### src/hdl/vga_pkg.sv
package vga_pkg;

    // 640x480 at one pixel per clock
    localparam int H_DISP  = 640;
    localparam int H_FRONT = 16;
    localparam int H_SYNC  = 96;
    localparam int H_BACK  = 48;
    localparam int H_TOTAL = 800;

    localparam int V_DISP  = 480;
    localparam int V_FRONT = 10;
    localparam int V_SYNC  = 2;
    localparam int V_BACK  = 33;
    localparam int V_TOTAL = 525;

    localparam int CNT_W = 10;

    // Tile image size after halving the screen position
    localparam int TILE_W   = 80;
    localparam int TILE_H   = 60;
    localparam int GRID_DIM = 4;

    // ROM address is {row, column}
    localparam int IMG_X_W    = 7;
    localparam int IMG_Y_W    = 6;
    localparam int ROM_ADDR_W = 13;

    localparam int RGB_W = 12;
    localparam int CH_W  = 4;

endpackage

### src/hdl/game_pkg.sv
package game_pkg;

    localparam int N_TILES    = 16;
    localparam int N_IMAGES   = 8;
    localparam int WIN_PAIRS  = 8;
    localparam int TILE_IDX_W = 4;
    localparam int IMG_IDX_W  = 3;
    localparam int PAIR_CNT_W = 4;

    // Tiles 0, 2 and 3 start upside down
    localparam logic [N_TILES-1:0] INIT_FLIP = 16'h000D;

    typedef enum logic [1:0] {
        ST_INIT,
        ST_SHOW,
        ST_GAME,
        ST_FINISH
    } game_state_t;

    localparam int SC_W = 9;

    // Keys 1 2 3 4 / Q W E R / A S D F / Z X C V in tile order
    localparam logic [SC_W-1:0] SC_TILE [N_TILES] = '{
        9'h016, 9'h01E, 9'h026, 9'h025,
        9'h015, 9'h01D, 9'h024, 9'h02D,
        9'h01C, 9'h01B, 9'h023, 9'h02B,
        9'h01A, 9'h022, 9'h021, 9'h02A
    };
    localparam logic [SC_W-1:0] SC_SHIFT = 9'h012;
    localparam logic [SC_W-1:0] SC_ENTER = 9'h05A;

    localparam int DEB_LEN = 7;

endpackage

### src/hdl/button_conditioner.sv
`timescale 1ns/1ns

module button_conditioner (
    input  logic clk,
    input  logic rst,
    input  logic btn_i,
    output logic press_o
);
    import game_pkg::*;

    logic [DEB_LEN-1:0] samples;
    logic               held;
    logic               held_d;

    // Held only after DEB_LEN high samples in a row
    assign held = &samples;

    always_ff @(posedge clk or posedge rst) begin
        if (rst) begin
            samples <= '0;
            held_d  <= 1'b0;
            press_o <= 1'b0;
        end else begin
            samples <= {samples[DEB_LEN-2:0], btn_i};
            held_d  <= held;
            // Rising edge of the held level
            press_o <= held & ~held_d;
        end
    end

endmodule

### src/hdl/vga_timing.sv
`timescale 1ns/1ns

module vga_timing (
    input  logic                      clk,
    input  logic                      rst,
    output logic [vga_pkg::CNT_W-1:0] h_cnt_o,
    output logic [vga_pkg::CNT_W-1:0] v_cnt_o,
    output logic                      visible_o,
    output logic                      hsync_o,
    output logic                      vsync_o
);
    import vga_pkg::*;

    logic h_last;

    assign h_last = (h_cnt_o == CNT_W'(H_TOTAL - 1));

    always_ff @(posedge clk or posedge rst) begin
        if (rst) begin
            h_cnt_o <= '0;
            v_cnt_o <= '0;
        end else begin
            if (h_last) begin
                h_cnt_o <= '0;
                if (v_cnt_o == CNT_W'(V_TOTAL - 1)) begin
                    v_cnt_o <= '0;
                end else begin
                    v_cnt_o <= v_cnt_o + 1'b1;
                end
            end else begin
                h_cnt_o <= h_cnt_o + 1'b1;
            end
        end
    end

    // Compare against value minus one since the syncs are registered
    always_ff @(posedge clk or posedge rst) begin
        if (rst) begin
            hsync_o <= 1'b1;
            vsync_o <= 1'b1;
        end else begin
            hsync_o <= !((h_cnt_o >= CNT_W'(H_DISP + H_FRONT - 1)) &&
                         (h_cnt_o <  CNT_W'(H_DISP + H_FRONT + H_SYNC - 1)));
            vsync_o <= !((v_cnt_o >= CNT_W'(V_DISP + V_FRONT - 1)) &&
                         (v_cnt_o <  CNT_W'(V_DISP + V_FRONT + V_SYNC - 1)));
        end
    end

    assign visible_o = (h_cnt_o < CNT_W'(H_DISP)) && (v_cnt_o < CNT_W'(V_DISP));

endmodule

### src/hdl/tile_fetch.sv
`timescale 1ns/1ns

module tile_fetch (
    input  logic                         clk,
    input  logic                         rst,
    input  logic [vga_pkg::CNT_W-1:0]    h_cnt_i,
    input  logic [vga_pkg::CNT_W-1:0]    v_cnt_i,
    input  logic                         visible_i,
    input  logic                         hsync_i,
    input  logic                         vsync_i,
    input  logic [game_pkg::N_TILES-1:0] show_mask_i,
    input  logic [game_pkg::N_TILES-1:0] flip_mask_i,
    output logic [vga_pkg::RGB_W-1:0]    rgb_o,
    output logic                         hsync_o,
    output logic                         vsync_o
);
    import vga_pkg::*;
    import game_pkg::*;

    logic [CNT_W-1:0]      x_half;
    logic [CNT_W-1:0]      y_half;
    logic [CNT_W-1:0]      grid_col;
    logic [CNT_W-1:0]      grid_row;
    logic [CNT_W-1:0]      y_in_tile;
    logic [TILE_IDX_W-1:0] tile_idx;
    logic [IMG_IDX_W-1:0]  img_idx;
    logic [IMG_X_W-1:0]    img_x;
    logic [IMG_Y_W-1:0]    img_y;
    logic [ROM_ADDR_W-1:0] rom_addr;
    logic                  pixel_on;

    // Image ROM word is marker bit, image number, row and top two column bits
    function automatic logic [RGB_W-1:0] image_rom(input logic [IMG_IDX_W-1:0]  img,
                                                   input logic [ROM_ADDR_W-1:0] addr);
        return {1'b1, img, addr[ROM_ADDR_W-1 -: IMG_Y_W], addr[IMG_X_W-1 -: 2]};
    endfunction

    always_comb begin
        x_half    = h_cnt_i >> 1;
        y_half    = v_cnt_i >> 1;
        grid_col  = x_half / CNT_W'(TILE_W);
        grid_row  = y_half / CNT_W'(TILE_H);
        tile_idx  = TILE_IDX_W'(grid_row * CNT_W'(GRID_DIM) + grid_col);
        img_idx   = IMG_IDX_W'(tile_idx % TILE_IDX_W'(N_IMAGES));
        img_x     = IMG_X_W'(x_half % CNT_W'(TILE_W));
        y_in_tile = y_half % CNT_W'(TILE_H);
        // Upside-down tiles read their rows bottom first
        if (flip_mask_i[tile_idx]) begin
            img_y = IMG_Y_W'(CNT_W'(TILE_H - 1) - y_in_tile);
        end else begin
            img_y = IMG_Y_W'(y_in_tile);
        end
        rom_addr = {img_y, img_x};
        pixel_on = visible_i && show_mask_i[tile_idx];
    end

    always_ff @(posedge clk or posedge rst) begin
        if (rst) begin
            rgb_o   <= '0;
            hsync_o <= 1'b1;
            vsync_o <= 1'b1;
        end else begin
            rgb_o   <= pixel_on ? image_rom(img_idx, rom_addr) : '0;
            hsync_o <= hsync_i;
            vsync_o <= vsync_i;
        end
    end

endmodule

### src/hdl/key_decoder.sv
`timescale 1ns/1ns

module key_decoder (
    input  logic                            clk,
    input  logic                            rst,
    input  logic                            key_stb_i,
    input  logic [game_pkg::SC_W-1:0]       key_code_i,
    output logic                            pair_stb_o,
    output logic                            flip_stb_o,
    output logic                            conceal_stb_o,
    output logic [game_pkg::TILE_IDX_W-1:0] tile_a_o,
    output logic [game_pkg::TILE_IDX_W-1:0] tile_b_o
);
    import game_pkg::*;

    logic                  tile_hit;
    logic [TILE_IDX_W-1:0] tile_hit_idx;
    logic                  pend_tile_vld;
    logic                  pend_shift;
    logic [TILE_IDX_W-1:0] pend_tile;

    always_comb begin
        tile_hit     = 1'b0;
        tile_hit_idx = '0;
        for (int i = 0; i < N_TILES; i++) begin
            if (key_code_i == SC_TILE[i]) begin
                tile_hit     = 1'b1;
                tile_hit_idx = TILE_IDX_W'(i);
            end
        end
    end

    // Pending tile and pending shift are never set together
    always_ff @(posedge clk or posedge rst) begin
        if (rst) begin
            pair_stb_o    <= 1'b0;
            flip_stb_o    <= 1'b0;
            conceal_stb_o <= 1'b0;
            pend_tile_vld <= 1'b0;
            pend_shift    <= 1'b0;
        end else begin
            pair_stb_o    <= 1'b0;
            flip_stb_o    <= 1'b0;
            conceal_stb_o <= 1'b0;
            if (key_stb_i) begin
                if (tile_hit) begin
                    if (pend_shift) begin
                        flip_stb_o <= 1'b1;
                        pend_shift <= 1'b0;
                    end else if (pend_tile_vld) begin
                        pair_stb_o    <= 1'b1;
                        pend_tile_vld <= 1'b0;
                    end else begin
                        pend_tile_vld <= 1'b1;
                    end
                end else if (key_code_i == SC_SHIFT) begin
                    pend_shift    <= 1'b1;
                    pend_tile_vld <= 1'b0;
                end else if (key_code_i == SC_ENTER) begin
                    conceal_stb_o <= 1'b1;
                    pend_shift    <= 1'b0;
                    pend_tile_vld <= 1'b0;
                end
            end
        end
    end

    always_ff @(posedge clk) begin
        if (key_stb_i && tile_hit) begin
            pend_tile <= tile_hit_idx;
            if (pend_tile_vld && !pend_shift) begin
                tile_a_o <= pend_tile;
                tile_b_o <= tile_hit_idx;
            end else begin
                tile_a_o <= tile_hit_idx;
            end
        end
    end

endmodule

### src/hdl/match_board.sv
`timescale 1ns/1ns

module match_board (
    input  logic                            clk,
    input  logic                            rst,
    input  logic                            start_i,
    input  logic                            hint_i,
    input  logic                            pair_stb_i,
    input  logic                            flip_stb_i,
    input  logic                            conceal_stb_i,
    input  logic [game_pkg::TILE_IDX_W-1:0] tile_a_i,
    input  logic [game_pkg::TILE_IDX_W-1:0] tile_b_i,
    output logic [game_pkg::N_TILES-1:0]    show_mask_o,
    output logic [game_pkg::N_TILES-1:0]    flip_mask_o,
    output logic                            pass_o
);
    import game_pkg::*;

    game_state_t           state;
    logic [N_TILES-1:0]    match_mask;
    logic [PAIR_CNT_W-1:0] pair_cnt;
    logic [IMG_IDX_W-1:0]  img_a;
    logic [IMG_IDX_W-1:0]  img_b;
    logic                  pair_ok;

    // Two different unmatched tiles with the same image and orientation
    always_comb begin
        img_a   = IMG_IDX_W'(tile_a_i % TILE_IDX_W'(N_IMAGES));
        img_b   = IMG_IDX_W'(tile_b_i % TILE_IDX_W'(N_IMAGES));
        pair_ok = (tile_a_i != tile_b_i) && (img_a == img_b) &&
                  (flip_mask_o[tile_a_i] == flip_mask_o[tile_b_i]) &&
                  !match_mask[tile_a_i] && !match_mask[tile_b_i];
    end

    always_ff @(posedge clk or posedge rst) begin
        if (rst) begin
            state       <= ST_INIT;
            show_mask_o <= '0;
            match_mask  <= '0;
            flip_mask_o <= INIT_FLIP;
            pair_cnt    <= '0;
            pass_o      <= 1'b0;
        end else begin
            case (state)
                ST_INIT: begin
                    if (start_i) begin
                        state       <= ST_SHOW;
                        show_mask_o <= '1;
                        match_mask  <= '0;
                        flip_mask_o <= INIT_FLIP;
                        pair_cnt    <= '0;
                    end
                end
                ST_SHOW: begin
                    if (start_i) begin
                        state <= ST_GAME;
                    end
                end
                ST_GAME: begin
                    if (pair_cnt == PAIR_CNT_W'(WIN_PAIRS)) begin
                        state       <= ST_FINISH;
                        show_mask_o <= '1;
                        pass_o      <= 1'b1;
                    end else if (hint_i) begin
                        show_mask_o <= '1;
                    end else if (pair_stb_i) begin
                        show_mask_o[tile_a_i] <= 1'b1;
                        show_mask_o[tile_b_i] <= 1'b1;
                        if (pair_ok) begin
                            match_mask[tile_a_i] <= 1'b1;
                            match_mask[tile_b_i] <= 1'b1;
                            pair_cnt             <= pair_cnt + 1'b1;
                        end
                    end else if (flip_stb_i) begin
                        flip_mask_o[tile_a_i] <= ~flip_mask_o[tile_a_i];
                        show_mask_o[tile_a_i] <= 1'b1;
                    end else if (conceal_stb_i) begin
                        show_mask_o <= match_mask;
                    end
                end
                default: begin
                    // Finished board stays up until reset
                    show_mask_o <= '1;
                    pass_o      <= 1'b1;
                end
            endcase
        end
    end

endmodule

### src/hdl/memory_game_top.sv
`timescale 1ns/1ns

module memory_game_top (
    input  logic                      clk,
    input  logic                      rst,
    input  logic                      start_i,
    input  logic                      hint_i,
    input  logic                      key_stb_i,
    input  logic [game_pkg::SC_W-1:0] key_code_i,
    output logic                      hsync_o,
    output logic                      vsync_o,
    output logic [vga_pkg::CH_W-1:0]  red_o,
    output logic [vga_pkg::CH_W-1:0]  green_o,
    output logic [vga_pkg::CH_W-1:0]  blue_o,
    output logic                      pass_o
);
    import vga_pkg::*;
    import game_pkg::*;

    logic                  start_pulse;
    logic                  hint_pulse;
    logic [CNT_W-1:0]      h_cnt;
    logic [CNT_W-1:0]      v_cnt;
    logic                  visible;
    logic                  hsync_raw;
    logic                  vsync_raw;
    logic [RGB_W-1:0]      rgb;
    logic                  pair_stb;
    logic                  flip_stb;
    logic                  conceal_stb;
    logic [TILE_IDX_W-1:0] tile_a;
    logic [TILE_IDX_W-1:0] tile_b;
    logic [N_TILES-1:0]    show_mask;
    logic [N_TILES-1:0]    flip_mask;

    button_conditioner i_start_cond (
        .clk     (clk),
        .rst     (rst),
        .btn_i   (start_i),
        .press_o (start_pulse)
    );

    button_conditioner i_hint_cond (
        .clk     (clk),
        .rst     (rst),
        .btn_i   (hint_i),
        .press_o (hint_pulse)
    );

    vga_timing i_vga_timing (
        .clk       (clk),
        .rst       (rst),
        .h_cnt_o   (h_cnt),
        .v_cnt_o   (v_cnt),
        .visible_o (visible),
        .hsync_o   (hsync_raw),
        .vsync_o   (vsync_raw)
    );

    tile_fetch i_tile_fetch (
        .clk         (clk),
        .rst         (rst),
        .h_cnt_i     (h_cnt),
        .v_cnt_i     (v_cnt),
        .visible_i   (visible),
        .hsync_i     (hsync_raw),
        .vsync_i     (vsync_raw),
        .show_mask_i (show_mask),
        .flip_mask_i (flip_mask),
        .rgb_o       (rgb),
        .hsync_o     (hsync_o),
        .vsync_o     (vsync_o)
    );

    key_decoder i_key_decoder (
        .clk           (clk),
        .rst           (rst),
        .key_stb_i     (key_stb_i),
        .key_code_i    (key_code_i),
        .pair_stb_o    (pair_stb),
        .flip_stb_o    (flip_stb),
        .conceal_stb_o (conceal_stb),
        .tile_a_o      (tile_a),
        .tile_b_o      (tile_b)
    );

    match_board i_match_board (
        .clk           (clk),
        .rst           (rst),
        .start_i       (start_pulse),
        .hint_i        (hint_pulse),
        .pair_stb_i    (pair_stb),
        .flip_stb_i    (flip_stb),
        .conceal_stb_i (conceal_stb),
        .tile_a_i      (tile_a),
        .tile_b_i      (tile_b),
        .show_mask_o   (show_mask),
        .flip_mask_o   (flip_mask),
        .pass_o        (pass_o)
    );

    assign {red_o, green_o, blue_o} = rgb;

endmodule

### config.mk
export PLATFORM = sky130hd
export DESIGN_NAME = memory_game_top
export DESIGN_NICKNAME = d
export VERILOG_FILES = /design/src/hdl/vga_pkg.sv /design/src/hdl/game_pkg.sv /design/src/hdl/button_conditioner.sv /design/src/hdl/vga_timing.sv /design/src/hdl/tile_fetch.sv /design/src/hdl/key_decoder.sv /design/src/hdl/match_board.sv /design/src/hdl/memory_game_top.sv
export SDC_FILE = /design/constraint.sdc
export NUM_CORES = 1
export LEC_CHECK = 0
export ABC_AREA = 1
export BUFFER_PORTS_ARGS = -buffer_cell sky130_fd_sc_hd__buf_2
export CAP_MARGIN = 25
export CELL_PAD_IN_SITES_DETAIL_PLACEMENT = 1
export CELL_PAD_IN_SITES_GLOBAL_PLACEMENT = 1
export CORE_MARGIN = 4
export CORE_UTILIZATION = 50
export DETAILED_ROUTE_END_ITERATION = 8
export GPL_TIMING_DRIVEN = 0
export PLACE_DENSITY_LB_ADDON = 0.1
export SLEW_MARGIN = 40
export SYNTH_ARGS = -nofsm -noshare
export SYNTH_HDL_FRONTEND = slang
export SYNTH_SLANG_ARGS = --single-unit
export TNS_END_PERCENT = 30
### constraint.sdc
create_clock -name clk -period 6.67 [get_ports clk]
set_input_delay 0.3335 -clock clk [delete_from_list [all_inputs] [get_ports clk]]
set_output_delay 0.3335 -clock clk [all_outputs]
set_load 0.03 [all_outputs]
Word level (Yosys, flattened, before mapping). Cells that the tools add are included. W data, S select, Z words.

Eq/ne operators: 37. $lt $le $gt $ge: 11. Div/mod/pow operators: 4. Reduce and logical (&&, ||, !) cells: 32. Add/sub/neg operators: 5. Bitwise gates (word level): 11. Mux-type cells: 102.

Operator list (number): $mux W16 (16); $eq A9 B6 Y1 const B (9); $eq A9 B5 Y1 const B (8); $or A16 B16 Y16 (4); $pmux W16 S2 (2); $mux W4 (14); $pmux W16 S3 (1); $mux W1 (44); $bmux W1 S4 (6); $add A10 B1 Y10 const B (2); $eq A10 B10 Y1 const B (2); $lt A10 B10 Y1 const B (2); $lt A10 B9 Y1 const B (2); $mux W10 (2); $bwmux W16 (1); $ne A2 B2 Y1 const B (8); $lt A4 B5 Y1 const B (3); $reduce_and A7 Y1 (2); $logic_and A1 B1 Y1 (12); $mux W12 (1); $mux W3 (4); $reduce_and A6 Y1 (2); $div A9 B6 Y10 const B (1); $div A9 B7 Y10 const B (1); 33 further kinds (53).

Output and inout port bits: 15. Word-level logic and storage cells: 229. Bits in registers: 126. Bits of input ports: 14.

Logic depth before layout (Yosys ltp). Gate-level depths: netlist of the first run.

Word-level depth: 19. Gate-level depth with buffers: 23. Depth with buffers taken out: 22.

Modules after synthesis. From an unflattened synthesis of the first run, not the netlist that was laid out.

Cell total of the unflattened synthesis: 1160. Area total of the unflattened synthesis: 8197.9 sq um.

By module, submodules not included: match_board (cells an instance 606, area an instance 3972.6 sq um, seq. area each 1380.1 sq um, times used 1); tile_fetch (cells an instance 225, area an instance 1407.6 sq um, seq. area each 352.8 sq um, times used 1); vga_timing (cells an instance 161, area an instance 1249.9 sq um, seq. area each 553.0 sq um, times used 1); key_decoder (cells an instance 130, area an instance 1037.2 sq um, seq. area each 485.5 sq um, times used 1); button_conditioner (cells an instance 19, area an instance 265.3 sq um, seq. area each 225.2 sq um, times used 2).

Worst setup path after synthesis of the first run. Ideal clock, no wire load.

Path type: reg2reg. Start point: register i_vga_timing.v_cnt_o[6] in the netlist's numbering. End point: register i_tile_fetch.rgb_o[5] in the netlist's numbering. Buffers on the path: 1. Arrival: 2.433 ns. Cell stages (with the launch flop): 19. Path slack: 4.116 ns. Setup time: 0.121 ns. Clock period less this slack: 2.554 ns. Required time: 6.549 ns. Path through: dfrtp_1 buf_4 nand2_1 nor2_2 nand2_1 nand2_1 nand2_1 nand3_1 o21ai_2 nand2_1 nand3_2 o21bai_4 ha_1 xnor2_1 inv_1 nand3_1 nand2_2 o21ai_0 nor2_1.

Cells in the longest elaborated chain, start to end: 6. Elaborated cells on any way between the ends: 13. Those cells by class: 2 x add/sub; 2 x div; 1 x order compare; 6 x mux; 2 x reduce/logical.

Ends and longest elaborated chain: start: declaration (RTL line vga_timing.sv:7) `output logic [vga_pkg::CNT_W-1:0] v_cnt_o,`; start signal: assignment (RTL line vga_timing.sv:28) `v_cnt_o <= v_cnt_o + 1'b1;`; $div A9 B6 Y10 (RTL line tile_fetch.sv:42) `grid_row = y_half / CNT_W'(TILE_H);`; $add A4 B4 Y4 (RTL line tile_fetch.sv:43) `tile_idx = TILE_IDX_W'(grid_row * CNT_W'(GRID_DIM) + grid_col);`; $bmux W1 S4, on equally long branches (RTL line tile_fetch.sv:48, tile_fetch.sv:54); $mux W1, on equally long branches (RTL line tile_fetch.sv:48, tile_fetch.sv:54); $mux W6 or $logic_and A1 B1 Y1 (tied branches) (RTL line tile_fetch.sv:48, tile_fetch.sv:54); $mux W12 * (RTL line tile_fetch.sv:63) `rgb_o <= pixel_on ? image_rom(img_idx, rom_addr) : '0;`; end signal: assignment (RTL line tile_fetch.sv:63); end: declaration (RTL line tile_fetch.sv:13) `output logic [vga_pkg::RGB_W-1:0] rgb_o,`.

Every way passes the cells marked *; elsewhere a longest branch is shown, timed or not. The select of a mux whose other input is x is not followed. A chain may end at the register's enable or synchronous reset.

Worst setup path in the final report of the first run.
Start point: register i_vga_timing.v_cnt_o[6] in the netlist's numbering. End point: register i_tile_fetch.rgb_o[3] in the netlist's numbering.

The elaborated chain is that of the path after synthesis.

==> flow_metrics.env, run 1 <==
export IMPL_reg2reg_depth=19
export IMPL_timing_rr_start="i_vga_timing.v_cnt_o[6]$_DFFE_PP0N_"
export IMPL_p_int_mw=1.67
export IMPL_p_seq_share_pct=38.0
export IMPL_cp_data_arrival_time_ns=3.57
export IMPL_gp_congestion=0.892
export IMPL_cts_resized=0
export IMPL_cts_made_buffers=17
export IMPL_area_delta_synth_final_pct=13.9
export IMPL_grt_max_degree=61
export IMPL_critPathRequiredTime_ns=7.02
export IMPL_overflow=0
export IMPL_ir_worst_vdd_mv=0.275
export IMPL_first_global_vias=7563
export IMPL_worstPathCellList="buf_4 -> nand2_1 -> nor2_2 -> nand2_1 -> nand2_1 -> nand2_2 -> nand3_2 -> o21ai_2 -> nand2_1 -> nand3_2 -> o21bai_4 -> ha_1 -> inv_1 -> nand2_1 -> nand2_1 -> nand2_1 -> nand2_1 -> nor2_1 -> nor3_2"
export IMPL_post_cts_setup_buffers=0
export IMPL_numClockSinks=126
export IMPL_start_util_pct=50.9
export IMPL_design_area_sq_um=8430
export IMPL_die_h_microns=130
export IMPL_clk_path_buf_depth=2
export IMPL_cp_max_fo=8
export IMPL_rrSetupSlack_ns=3.45
export IMPL_maxCapViolCount=0
export IMPL_synth_net_count=997
export IMPL_coreArea_sq_um=14500
export IMPL_synth_top_area_share_pct=36.2
export IMPL_clkSlewWorstSetupHoldPaths_ns=0.06
export IMPL_clockPowerShare_pct=35.6
export IMPL_synth_edf_count=12
export IMPL_die_area_sq_um=16800
export IMPL_cts_tree="done"
export IMPL_worst_path_max_delay_cell="ha_1"
export IMPL_num_io_pins=29
export IMPL_drt_pass1_iterations=5
export IMPL_min_period_ns=3.22
export IMPL_setup_violations_final=0
export IMPL_max_clock_freq_mhz=311
export IMPL_fin_tns_setup_ns=0
export IMPL_wl_per_cell_microns=19.0
export IMPL_powerDensity_nw_per_um2=314
export IMPL_grt_antenna_before_repair=0
export IMPL_hold_path_class="in -> reg"
export IMPL_end_kind="flop"
export IMPL_ys_types=56
export IMPL_p_comb_share_pct=26.5
export IMPL_place_inst=1184
export IMPL_synth_area_leaders="dfrtp_1 (36%), nand2_1 (8.3%), inv_1 (7.0%)"
export IMPL_n_antenna_cell=0
export IMPL_period_share_pct=48.3
export IMPL_drc_errors=0
export IMPL_path_common_cell="nand2_1"
export IMPL_status="completed"
export IMPL_grt_pass1_wl_microns=37800
export IMPL_cts_root_buf="clkbuf_16"
export IMPL_stdcell_count=1219
export IMPL_vias=7167
export IMPL_grt_use_total_pct=28.9
export IMPL_p_leak_nw=3.88
export IMPL_die_w_microns=130
export IMPL_hold_slack_ns=0.170
export IMPL_drive_gt1_share_pct=12.3
export IMPL_netlist_area_sq_um=7400
export IMPL_slowest_delay_ns=0.39
export IMPL_ys_seq_area_share_pct=43.5
export IMPL_avgSynthCellArea_sq_um=7.63
export IMPL_finalMaxSlewViolations=0
export IMPL_synth_warnings=0
export IMPL_clkLatencyLatePin_ns=0.44
export IMPL_yosysTopAreaCell="dfrtp_1"
export IMPL_layout_nets=1048
export IMPL_fin_util_pct=58.0
export IMPL_drt_initial_drc_count=525
export IMPL_hold_depth=3
export IMPL_tightest_slew_ns=0.707
export IMPL_crit_type="reg -> reg"
export IMPL_maxSlewHeadroom_pct=52.8
export IMPL_synth_async_reset_ratio_pct=90.5
export IMPL_postSynthCellCount=971
export IMPL_num_rows=44
export IMPL_r2r_end="i_tile_fetch.rgb_o[3]$_DFF_PP0_"
export IMPL_holdBufCountCts=3
export IMPL_whs_endpoint="i_key_decoder.conceal_stb_o$_DFF_PP0_"
export IMPL_fillCellCount=1843
export IMPL_p_switching_mw=0.979
export IMPL_htreeDepth=4
export IMPL_crit_path_start_kind="flop"
export IMPL_clock_skew_ns=0.00885
export IMPL_switching_share_pct=37.0
export IMPL_synth_main_ff_cell="dfrtp_1"
export IMPL_routed_wirelength_microns=23200
export IMPL_port_buffers=28
export IMPL_synth_seq_cells=126
export IMPL_postRouteAntennaNets=0
export IMPL_holdCritStartpoint="key_stb_i"
export IMPL_dpl_cell_area_sq_um=7810
export IMPL_hold_viol=0
export IMPL_rsz0062_at_grt="no"
export IMPL_place_hpwl_microns=16700
export IMPL_viasPerCell=5.88
worst max path at each step:
stage,from,slack [ns],depth (start not counted),end
after floorplan,rst,3.33,1,i_hint_cond.held_d$_DFF_PP0_
after global placement,rst,1.91,2,i_hint_cond.press_o$_DFF_PP0_
after detailed placement,i_vga_timing.v_cnt_o[6]$_DFFE_PP0N_,3.55,16,i_tile_fetch.rgb_o[7]$_DFF_PP0_
after CTS,i_vga_timing.v_cnt_o[6]$_DFFE_PP0N_,3.44,18,i_tile_fetch.rgb_o[7]$_DFF_PP0_
after global routing,i_vga_timing.v_cnt_o[6]$_DFFE_PP0N_,3.16,16,i_tile_fetch.rgb_o[7]$_DFF_PP0_
final,i_vga_timing.v_cnt_o[6]$_DFFE_PP0N_,3.45,19,i_tile_fetch.rgb_o[3]$_DFF_PP0_
Yosys cell counts, drive strengths merged, types with 3 or more instances:
| library cell | number |
|---|---|
| nand3 | 57 |
| nor2 | 135 |
| edfxtp | 12 |
| xor2 | 6 |
| nor4 | 6 |
| ha | 12 |
| a22oi | 3 |
| a221oi | 7 |
| o21bai | 3 |
| dfstp | 7 |
| o211ai | 16 |
| inv | 146 |
| clkbuf | 15 |
| nor3 | 27 |
| o22ai | 24 |
| a21oi | 53 |
| buf | 13 |
| dfrtp | 107 |
| o21ai | 86 |
| a211oi | 9 |
| nand2 | 175 |
| a31oi | 17 |
| nand4 | 12 |
layout make-up:
class                           instances  area [sq um]  area share [%]
Buffer                                 28           138            1.63
Inverter                              147           559            6.63
Sequential cell                       126          3220            38.2
Clock inverter                         15           169            2.00
Timing Repair Buffer                   32           198            2.34
Clock buffer                           17           425            5.04
Tap cell                              184           230            2.73
Multi-Input combinational cell        670          3490            41.4
metrics by stage:
stage	worst slack [ns]	total power [mW]
global route	3.16	2.79
global placement	1.91	1.65
floorplan	3.33	1.48
CTS	3.44	2.66
finish	3.45	2.65
detailed placement	3.55	1.70
layout by cell type, fill, tap and decap left out, drive strengths merged, types with 5 or more instances in the layout:
master	netlist	final
a221oi	7	7
clkinv	1	5
dfrtp	107	107
dfstp	7	7
o21ai	86	86
nor4	6	6
inv	146	155
ha	12	12
a211oi	9	9
nand2	175	175
nor2	135	135
clkbuf	15	32
a31oi	17	17
nand4	12	12
nor3	27	27
a21oi	53	53
buf	13	42
xor2	6	6
edfxtp	12	12
nand3	57	57
o211ai	16	16
o22ai	24	24
flip-flops by register name (all words and copies together) (netlist names), 7 cells and up:
register                   cells
i_match_board.flip_mask_o     16
i_start_cond.samples           7
i_match_board.show_mask_o     16
i_vga_timing.v_cnt_o          10
i_tile_fetch.rgb_o            12
i_hint_cond.samples            7
i_vga_timing.h_cnt_o          10
i_match_board.match_mask      16
power by group through the flow:
| stage | clock network [mW] | logic [mW] | registers [mW] |
|---|---|---|---|
| after floorplan | 0 | 0.486 | 0.997 |
| after global placement | 0 | 0.645 | 1.01 |
| after detailed placement | 0 | 0.686 | 1.02 |
| after CTS | 0.954 | 0.702 | 1.00 |
| after global routing | 0.988 | 0.787 | 1.02 |
| final | 0.943 | 0.701 | 1.01 |
critical path: cells and delay by family, from the launching register on:
kind | cells | cell delay [ns]
simple gates | 14 | 1.62
buf+inv | 2 | 0.41
fa+ha+maj | 1 | 0.39
flops | 1 | 0.36
compound gates | 2 | 0.33
metal layers:
layer / track usage [%] / up-vias / wire, microns
li1: - / 3358 / -
met1: 33.4 / 3524 / 9440
met2: 52.4 / 210 / 11900
met3: 4.30 / 75 / 920
met4: 13.6 / 0 / 916
met5: 0 / - / 0
cell families (layout without fill, tap and decap cells):
| logic type | count (synthesis) | count (layout) | share of synthesized area (%) |
|---|---|---|---|
| simple gates | 417 | 417 | 25.1 |
| compound gates | 231 | 231 | 18.8 |
| buf+inv | 175 | 239 | 9.31 |
| flops | 126 | 126 | 43.5 |
| fa+ha+maj | 12 | 12 | 2.03 |
| xor+xnor | 8 | 8 | 0.946 |
| mux | 2 | 2 | 0.304 |
(Power assumes the default switching activity.)
==> run 2: changes to the inputs <==
CORE_UTILIZATION = 42   (was 50)
clock period = 2.65 ns   (was 6.67 ns; I/O delays follow)
==> flow_metrics.env, run 2 (synthesis gave the netlist of run 1 again) <==
export IMPL_setup_violations_final=8
export IMPL_layout_common_cells="nand2_1 (142), inv_1 (131), nor2_1 (116)"
export IMPL_end_kind="flop"
export IMPL_cts_made_buffers=17
export IMPL_area_delta_synth_final_pct=24.8
export IMPL_cts_root_buf="clkbuf_16"
export IMPL_largest_registers="i_match_board.flip_mask_o: 16 flops, i_match_board.match_mask: 16 flops, i_match_board.show_mask_o: 16 flops"
export IMPL_start_util_pct=42.8
export IMPL_path_common_cell="nor2_4"
export IMPL_grt_max_degree=26
export IMPL_maxCapViolCount=0
export IMPL_num_rows=48
export IMPL_period_share_pct=103
export IMPL_maxSlewHeadroom_pct=46.1
export IMPL_fin_ws_ns=-0.0752
export IMPL_vias=7153
export IMPL_gp_congestion=0.868
export IMPL_drt_initial_drc_count=366
export IMPL_clkLatencyLatePin_ns=0.44
export IMPL_min_period_ns=2.73
export IMPL_htreeDepth=4
export IMPL_violations="setup timing"
export IMPL_dpl_cell_area_sq_um=7950
export IMPL_layout_nets=1079
export IMPL_critPathRequiredTime_ns=2.97
export IMPL_p_leak_nw=4.18
export IMPL_total_power_mw=6.79
export IMPL_grt_antenna_before_repair=0
export IMPL_tightest_slew_ns=0.789
export IMPL_worst_path_max_delay_cell="dfrtp_1"
export IMPL_grt_use_total_pct=24.1
export IMPL_crit_buf_inv=4
export IMPL_clk_path_buf_depth=2
export IMPL_max_clock_freq_mhz=367
export IMPL_crit_path_start_kind="flop"
export IMPL_clockPowerShare_pct=33.7
export IMPL_reg2reg_depth=18
export IMPL_worstPathCellList="buf_6 -> nand3_4 -> nor2_4 -> buf_6 -> nor2_4 -> nand3_1 -> nand2_2 -> o21ai_1 -> nand2_1 -> inv_2 -> o21bai_4 -> ha_4 -> xnor2_4 -> inv_2 -> nand3_2 -> nand2_4 -> o21ai_4 -> nor2_4"
export IMPL_mostFrequentLayoutCell="nand2_1"
export IMPL_status="finished, violations left"
export IMPL_coreArea_sq_um=17300
export IMPL_drive_gt1_share_pct=21.6
export IMPL_wl_per_cell_microns=18.7
export IMPL_drc_errors=0
export IMPL_clock_skew_ns=0.0101
export IMPL_place_hpwl_microns=16900
export IMPL_first_global_vias=7380
export IMPL_crit_type="reg -> reg"
export IMPL_die_area_sq_um=19800
export IMPL_hold_depth=4
export IMPL_p_seq_share_pct=37.1
export IMPL_num_io_pins=29
export IMPL_grt_pass1_wl_microns=38100
export IMPL_p_comb_share_pct=29.2
export IMPL_die_w_microns=141
export IMPL_n_antenna_cell=0
export IMPL_seq_area_sq_um=3230
export IMPL_cp_max_fo=7
export IMPL_ir_worst_vdd_mv=0.524
export IMPL_powerDensity_nw_per_um2=735
export IMPL_postRouteAntennaNets=0
export IMPL_design_area_sq_um=9240
export IMPL_cts_tree="done"
export IMPL_routed_wirelength_microns=24100
export IMPL_numClockSinks=126
export IMPL_die_h_microns=141
export IMPL_finalMaxSlewViolations=0
export IMPL_hold_path_class="in -> reg"
export IMPL_multi_input_area_sq_um=3910
export IMPL_switching_share_pct=37.4
export IMPL_hold_viol=0
export IMPL_clkSlewWorstSetupHoldPaths_ns=0.06
export IMPL_p_switching_mw=2.54
export IMPL_cp_depth=18
export IMPL_port_buffers=28
export IMPL_crit_family="simple AND/OR/NAND/NOR gates"
export IMPL_drt_pass1_iterations=5
export IMPL_p_int_mw=4.25
export IMPL_rsz0062_at_grt="yes"
export IMPL_slowest_delay_ns=0.38
export IMPL_fillCellCount=2118
export IMPL_viasPerCell=5.54
export IMPL_overflow=0
export IMPL_cp_data_arrival_time_ns=3.04
[run 2: cell count changes in the layout (fill, tap and decap cells not counted), sizes merged]
cell,before,now
buf,42,66
nand3,57,58
bufinv,1,0
clkinv,5,2
clkbuf,32,36
dlygate4sd3,3,5
clkinvlp,1,5
[run 2: timing repair]
action / in CTS / in global routing
setup endpoints to repair: 58 / 56
cloned: 1 / 1
resized for setup: 37 / 83
endpoints found under the hold margin: 40 / 0
buffers inserted: 9 / 14
hold buffers: 5 / 0
pin swaps: 10 / 33
[run 2: layer usage]
layer	vias up	wire, microns	track usage, %
met1	3519	10100	29.6
met5	-	0	0
met3	56	719	4.17
met2	141	12600	43.0
met4	0	701	8.06
li1	3437	-	-
[run 2: worst paths after layout]
kind,end,start,slack [ns]
max,i_tile_fetch.rgb_o[5]$_DFF_PP0_,i_vga_timing.v_cnt_o[6]$_DFFE_PP0N_,-0.08
min,i_key_decoder.conceal_stb_o$_DFF_PP0_,key_code_i[8],0.10
max reg2reg,i_tile_fetch.rgb_o[5]$_DFF_PP0_,i_vga_timing.v_cnt_o[6]$_DFFE_PP0N_,-0.08
min reg2reg,i_tile_fetch.hsync_o$_DFF_PP1_,i_vga_timing.hsync_o$_DFF_PP1_,0.36
max in group asynchronous,i_vga_timing.v_cnt_o[5]$_DFFE_PP0N_,rst,1.86
min in group asynchronous,i_match_board.flip_mask_o[8]$_DFFE_PP0P_,rst,0.19
[run 2: through the flow]
step	instances	util (%)	hold slack (ns)	setup WS (ns)	TNS, ns
detailed placement	1229	46.0	0.0960	-0.342	-7.56
global route	1291	53.4	0.116	-0.207	-3.28
CTS	1276	50.9	0.0906	0.00489	0
finish	1291	53.4	0.101	-0.0752	-0.315
floorplan	971	-	0.164	0.0958	0
global placement	1224	45.3	0.240	-0.334	-5.45
[run 2: cell type report]
type | count | share of cell area (%)
Sequential cell | 126 | 34.9
Inverter | 147 | 6.09
Clock buffer | 17 | 4.60
Timing Repair Buffer | 62 | 5.73
Multi-Input combinational cell | 671 | 42.4
Buffer | 28 | 1.71
Clock inverter | 15 | 1.53
Tap cell | 225 | 3.05
[run 2: power groups by stage]
stage / combinational [mW] / clock (mW) / sequential [mW]
floorplan: 1.22 / 0 / 2.51
global placement: 1.66 / 0 / 2.54
detailed placement: 1.73 / 0 / 2.55
CTS: 1.88 / 2.33 / 2.51
global route: 2.24 / 2.43 / 2.56
finish: 1.98 / 2.29 / 2.52
[run 2: worst register-to-register path: cells and delay by family (launching register included)]
kind	cells	cell delay, ns
buffers and inverters	4	0.40
and+or+nand+nor	9	0.95
AOI/OAI and AO/OA	3	0.47
adders and majority gates	1	0.19
DFF	1	0.38
xor gates and xnor gates	1	0.24
==> run 3: changes to the inputs <==
BUFFER_PORTS_ARGS = not set   (was -buffer_cell sky130_fd_sc_hd__buf_2)
CORE_MARGIN = not set   (was 4)
CORE_UTILIZATION = 43   (was 42)
DONT_BUFFER_PORTS = 1   (was not set)
==> flow_metrics.env, run 3 (synthesis gave the netlist of run 1 again) <==
export IMPL_area_delta_synth_final_pct=26.4
export IMPL_start_util_pct=44.3
export IMPL_max_clock_freq_mhz=369
export IMPL_drive_gt1_share_pct=21.4
export IMPL_coreArea_sq_um=16700
export IMPL_routed_wirelength_microns=25200
export IMPL_gp_congestion=0.859
export IMPL_clkSlewWorstSetupHoldPaths_ns=0.06
export IMPL_rrSetupSlack_ns=-0.06
export IMPL_cp_data_arrival_time_ns=3.07
export IMPL_r2r_end="i_tile_fetch.rgb_o[3]$_DFF_PP0_"
export IMPL_cts_root_buf="clkbuf_16"
export IMPL_drt_initial_drc_count=470
export IMPL_fin_tns_setup_ns=-0.231
export IMPL_overflow=0
export IMPL_timing_rr_start="i_vga_timing.v_cnt_o[6]$_DFFE_PP0N_"
export IMPL_total_power_mw=6.95
export IMPL_hold_viol=0
export IMPL_clkLatencyLatePin_ns=0.44
export IMPL_grt_use_total_pct=28.7
export IMPL_num_io_pins=29
export IMPL_hold_slack_ns=0.0697
export IMPL_reg2reg_depth=18
export IMPL_clk_path_buf_depth=2
export IMPL_die_h_microns=133
export IMPL_clock_skew_ns=0.00620
export IMPL_grt_antenna_before_repair=0
export IMPL_period_share_pct=102
export IMPL_first_global_vias=7551
export IMPL_tightest_slew_ns=0.858
export IMPL_fin_ws_ns=-0.0616
export IMPL_num_rows=47
export IMPL_rsz0062_at_grt="yes"
export IMPL_critPathRequiredTime_ns=3.01
export IMPL_layout_common_cells="nand2_1 (143), inv_1 (131), nor2_1 (115)"
export IMPL_crit_path_start_kind="flop"
export IMPL_vias=7273
export IMPL_mostFrequentLayoutCell="nand2_1"
export IMPL_maxCapViolCount=0
export IMPL_pre_cts_ws_ns=-0.402
export IMPL_largest_registers="i_match_board.flip_mask_o: 16 flops, i_match_board.match_mask: 16 flops, i_match_board.show_mask_o: 16 flops"
export IMPL_drc_errors=0
export IMPL_hold_depth=5
export IMPL_setup_violations_final=6
export IMPL_cts_made_buffers=17
export IMPL_die_area_sq_um=17700
export IMPL_ir_worst_vdd_mv=0.620
export IMPL_violations="setup timing"
export IMPL_n_antenna_cell=0
export IMPL_whs_endpoint="i_key_decoder.pend_tile_vld$_DFFE_PP0P_"
export IMPL_cts_tree="done"
export IMPL_viasPerCell=5.66
export IMPL_wl_per_cell_microns=19.6
export IMPL_die_w_microns=133
export IMPL_grt_max_degree=25
export IMPL_grt_pass1_wl_microns=39300
export IMPL_cp_max_fo=6
export IMPL_numClockSinks=126
export IMPL_drt_pass1_iterations=4
export IMPL_maxSlewHeadroom_pct=42.4
export IMPL_htreeDepth=4
export IMPL_finalMaxSlewViolations=0
export IMPL_hold_path_class="in -> reg"
export IMPL_postRouteAntennaNets=0
export IMPL_end_kind="flop"
export IMPL_p_leak_nw=4.17
export IMPL_holdCritStartpoint="key_code_i[7]"
export IMPL_powerDensity_nw_per_um2=743
export IMPL_place_hpwl_microns=17100
export IMPL_port_buffers=0
export IMPL_crit_type="reg -> reg"
export IMPL_min_period_ns=2.71
export IMPL_layout_nets=1078
export IMPL_status="finished, violations left"
## run 3: worst max-delay path by stage
stage	from	to	slack (ns)
after floorplan	i_vga_timing.v_cnt_o[6]$_DFFE_PP0N_	i_tile_fetch.rgb_o[5]$_DFF_PP0_	0.1
after global placement	i_vga_timing.v_cnt_o[6]$_DFFE_PP0N_	i_tile_fetch.rgb_o[5]$_DFF_PP0_	-0.33
after detailed placement	i_vga_timing.v_cnt_o[5]$_DFFE_PP0N_	i_tile_fetch.rgb_o[5]$_DFF_PP0_	-0.40
after CTS	i_vga_timing.v_cnt_o[9]$_DFFE_PP0N_	i_tile_fetch.rgb_o[1]$_DFF_PP0_	0.004
after global routing	i_vga_timing.v_cnt_o[6]$_DFFE_PP0N_	i_tile_fetch.rgb_o[6]$_DFF_PP0_	-0.20
final	i_vga_timing.v_cnt_o[6]$_DFFE_PP0N_	i_tile_fetch.rgb_o[3]$_DFF_PP0_	-0.06
## run 3: power by group
group          internal (mW)  total [mW]  switching, mW
registers               2.30        2.57          0.270
clock network           1.34        2.39           1.05
logic                  0.734        1.99           1.26
total                   4.37        6.95           2.58
## run 3: routing by layer
layer,up-vias,global-route usage (%),share of wire (%)
met3,63,4.60,3.2
met2,157,51.8,53
met1,3620,33.5,41
met4,0,13.0,3.1
met5,-,0,0
li1,3433,-,-
## run 3: critical path, cell delays in order, from the launching register on
cell	delay [ns]
dfrtp_1	0.36
buf_6	0.15
nand3_4	0.11
nor2_4	0.16
inv_1	0.09
nand2_2	0.07
nand2_2	0.07
nand2_4	0.12
inv_1	0.06
a21oi_2	0.13
inv_1	0.07
nand2_2	0.10
o21bai_4	0.09
ha_4	0.29
inv_6	0.09
nand3_2	0.10
nand3_4	0.12
nand3_4	0.16
nor3_4	0.26
## run 3: what timing repair did
| item | in CTS | in global routing |
|---|---|---|
| gates resized for setup | 59 | 73 |
| hold buffers | 10 | 0 |
| hold endpoints to repair | 66 | 0 |
| setup endpoints to repair | 57 | 52 |
| pin swaps | 15 | 26 |
| setup buffers | 9 | 36 |
| gates cloned | 1 | 0 |
## run 3: layout make-up
cell class                      instances  area [sq um]
Buffer                                 28           170
Clock buffer                           17           425
Clock inverter                         15           170
Fill cell                            2058          7340
Inverter                              147           569
Multi-Input combinational cell        671          3920
Sequential cell                       126          3230
Tap cell                              220           275
Timing Repair Buffer                   61           598
## run 3: metrics by stage
stage	cells	utilization, %	instance area, sq um
floorplan	971	-	7410
global placement	1191	46.0	7680
detailed placement	1197	46.9	7840
CTS	1249	52.9	8830
global route	1285	56.0	9360
finish	1285	56.0	9360
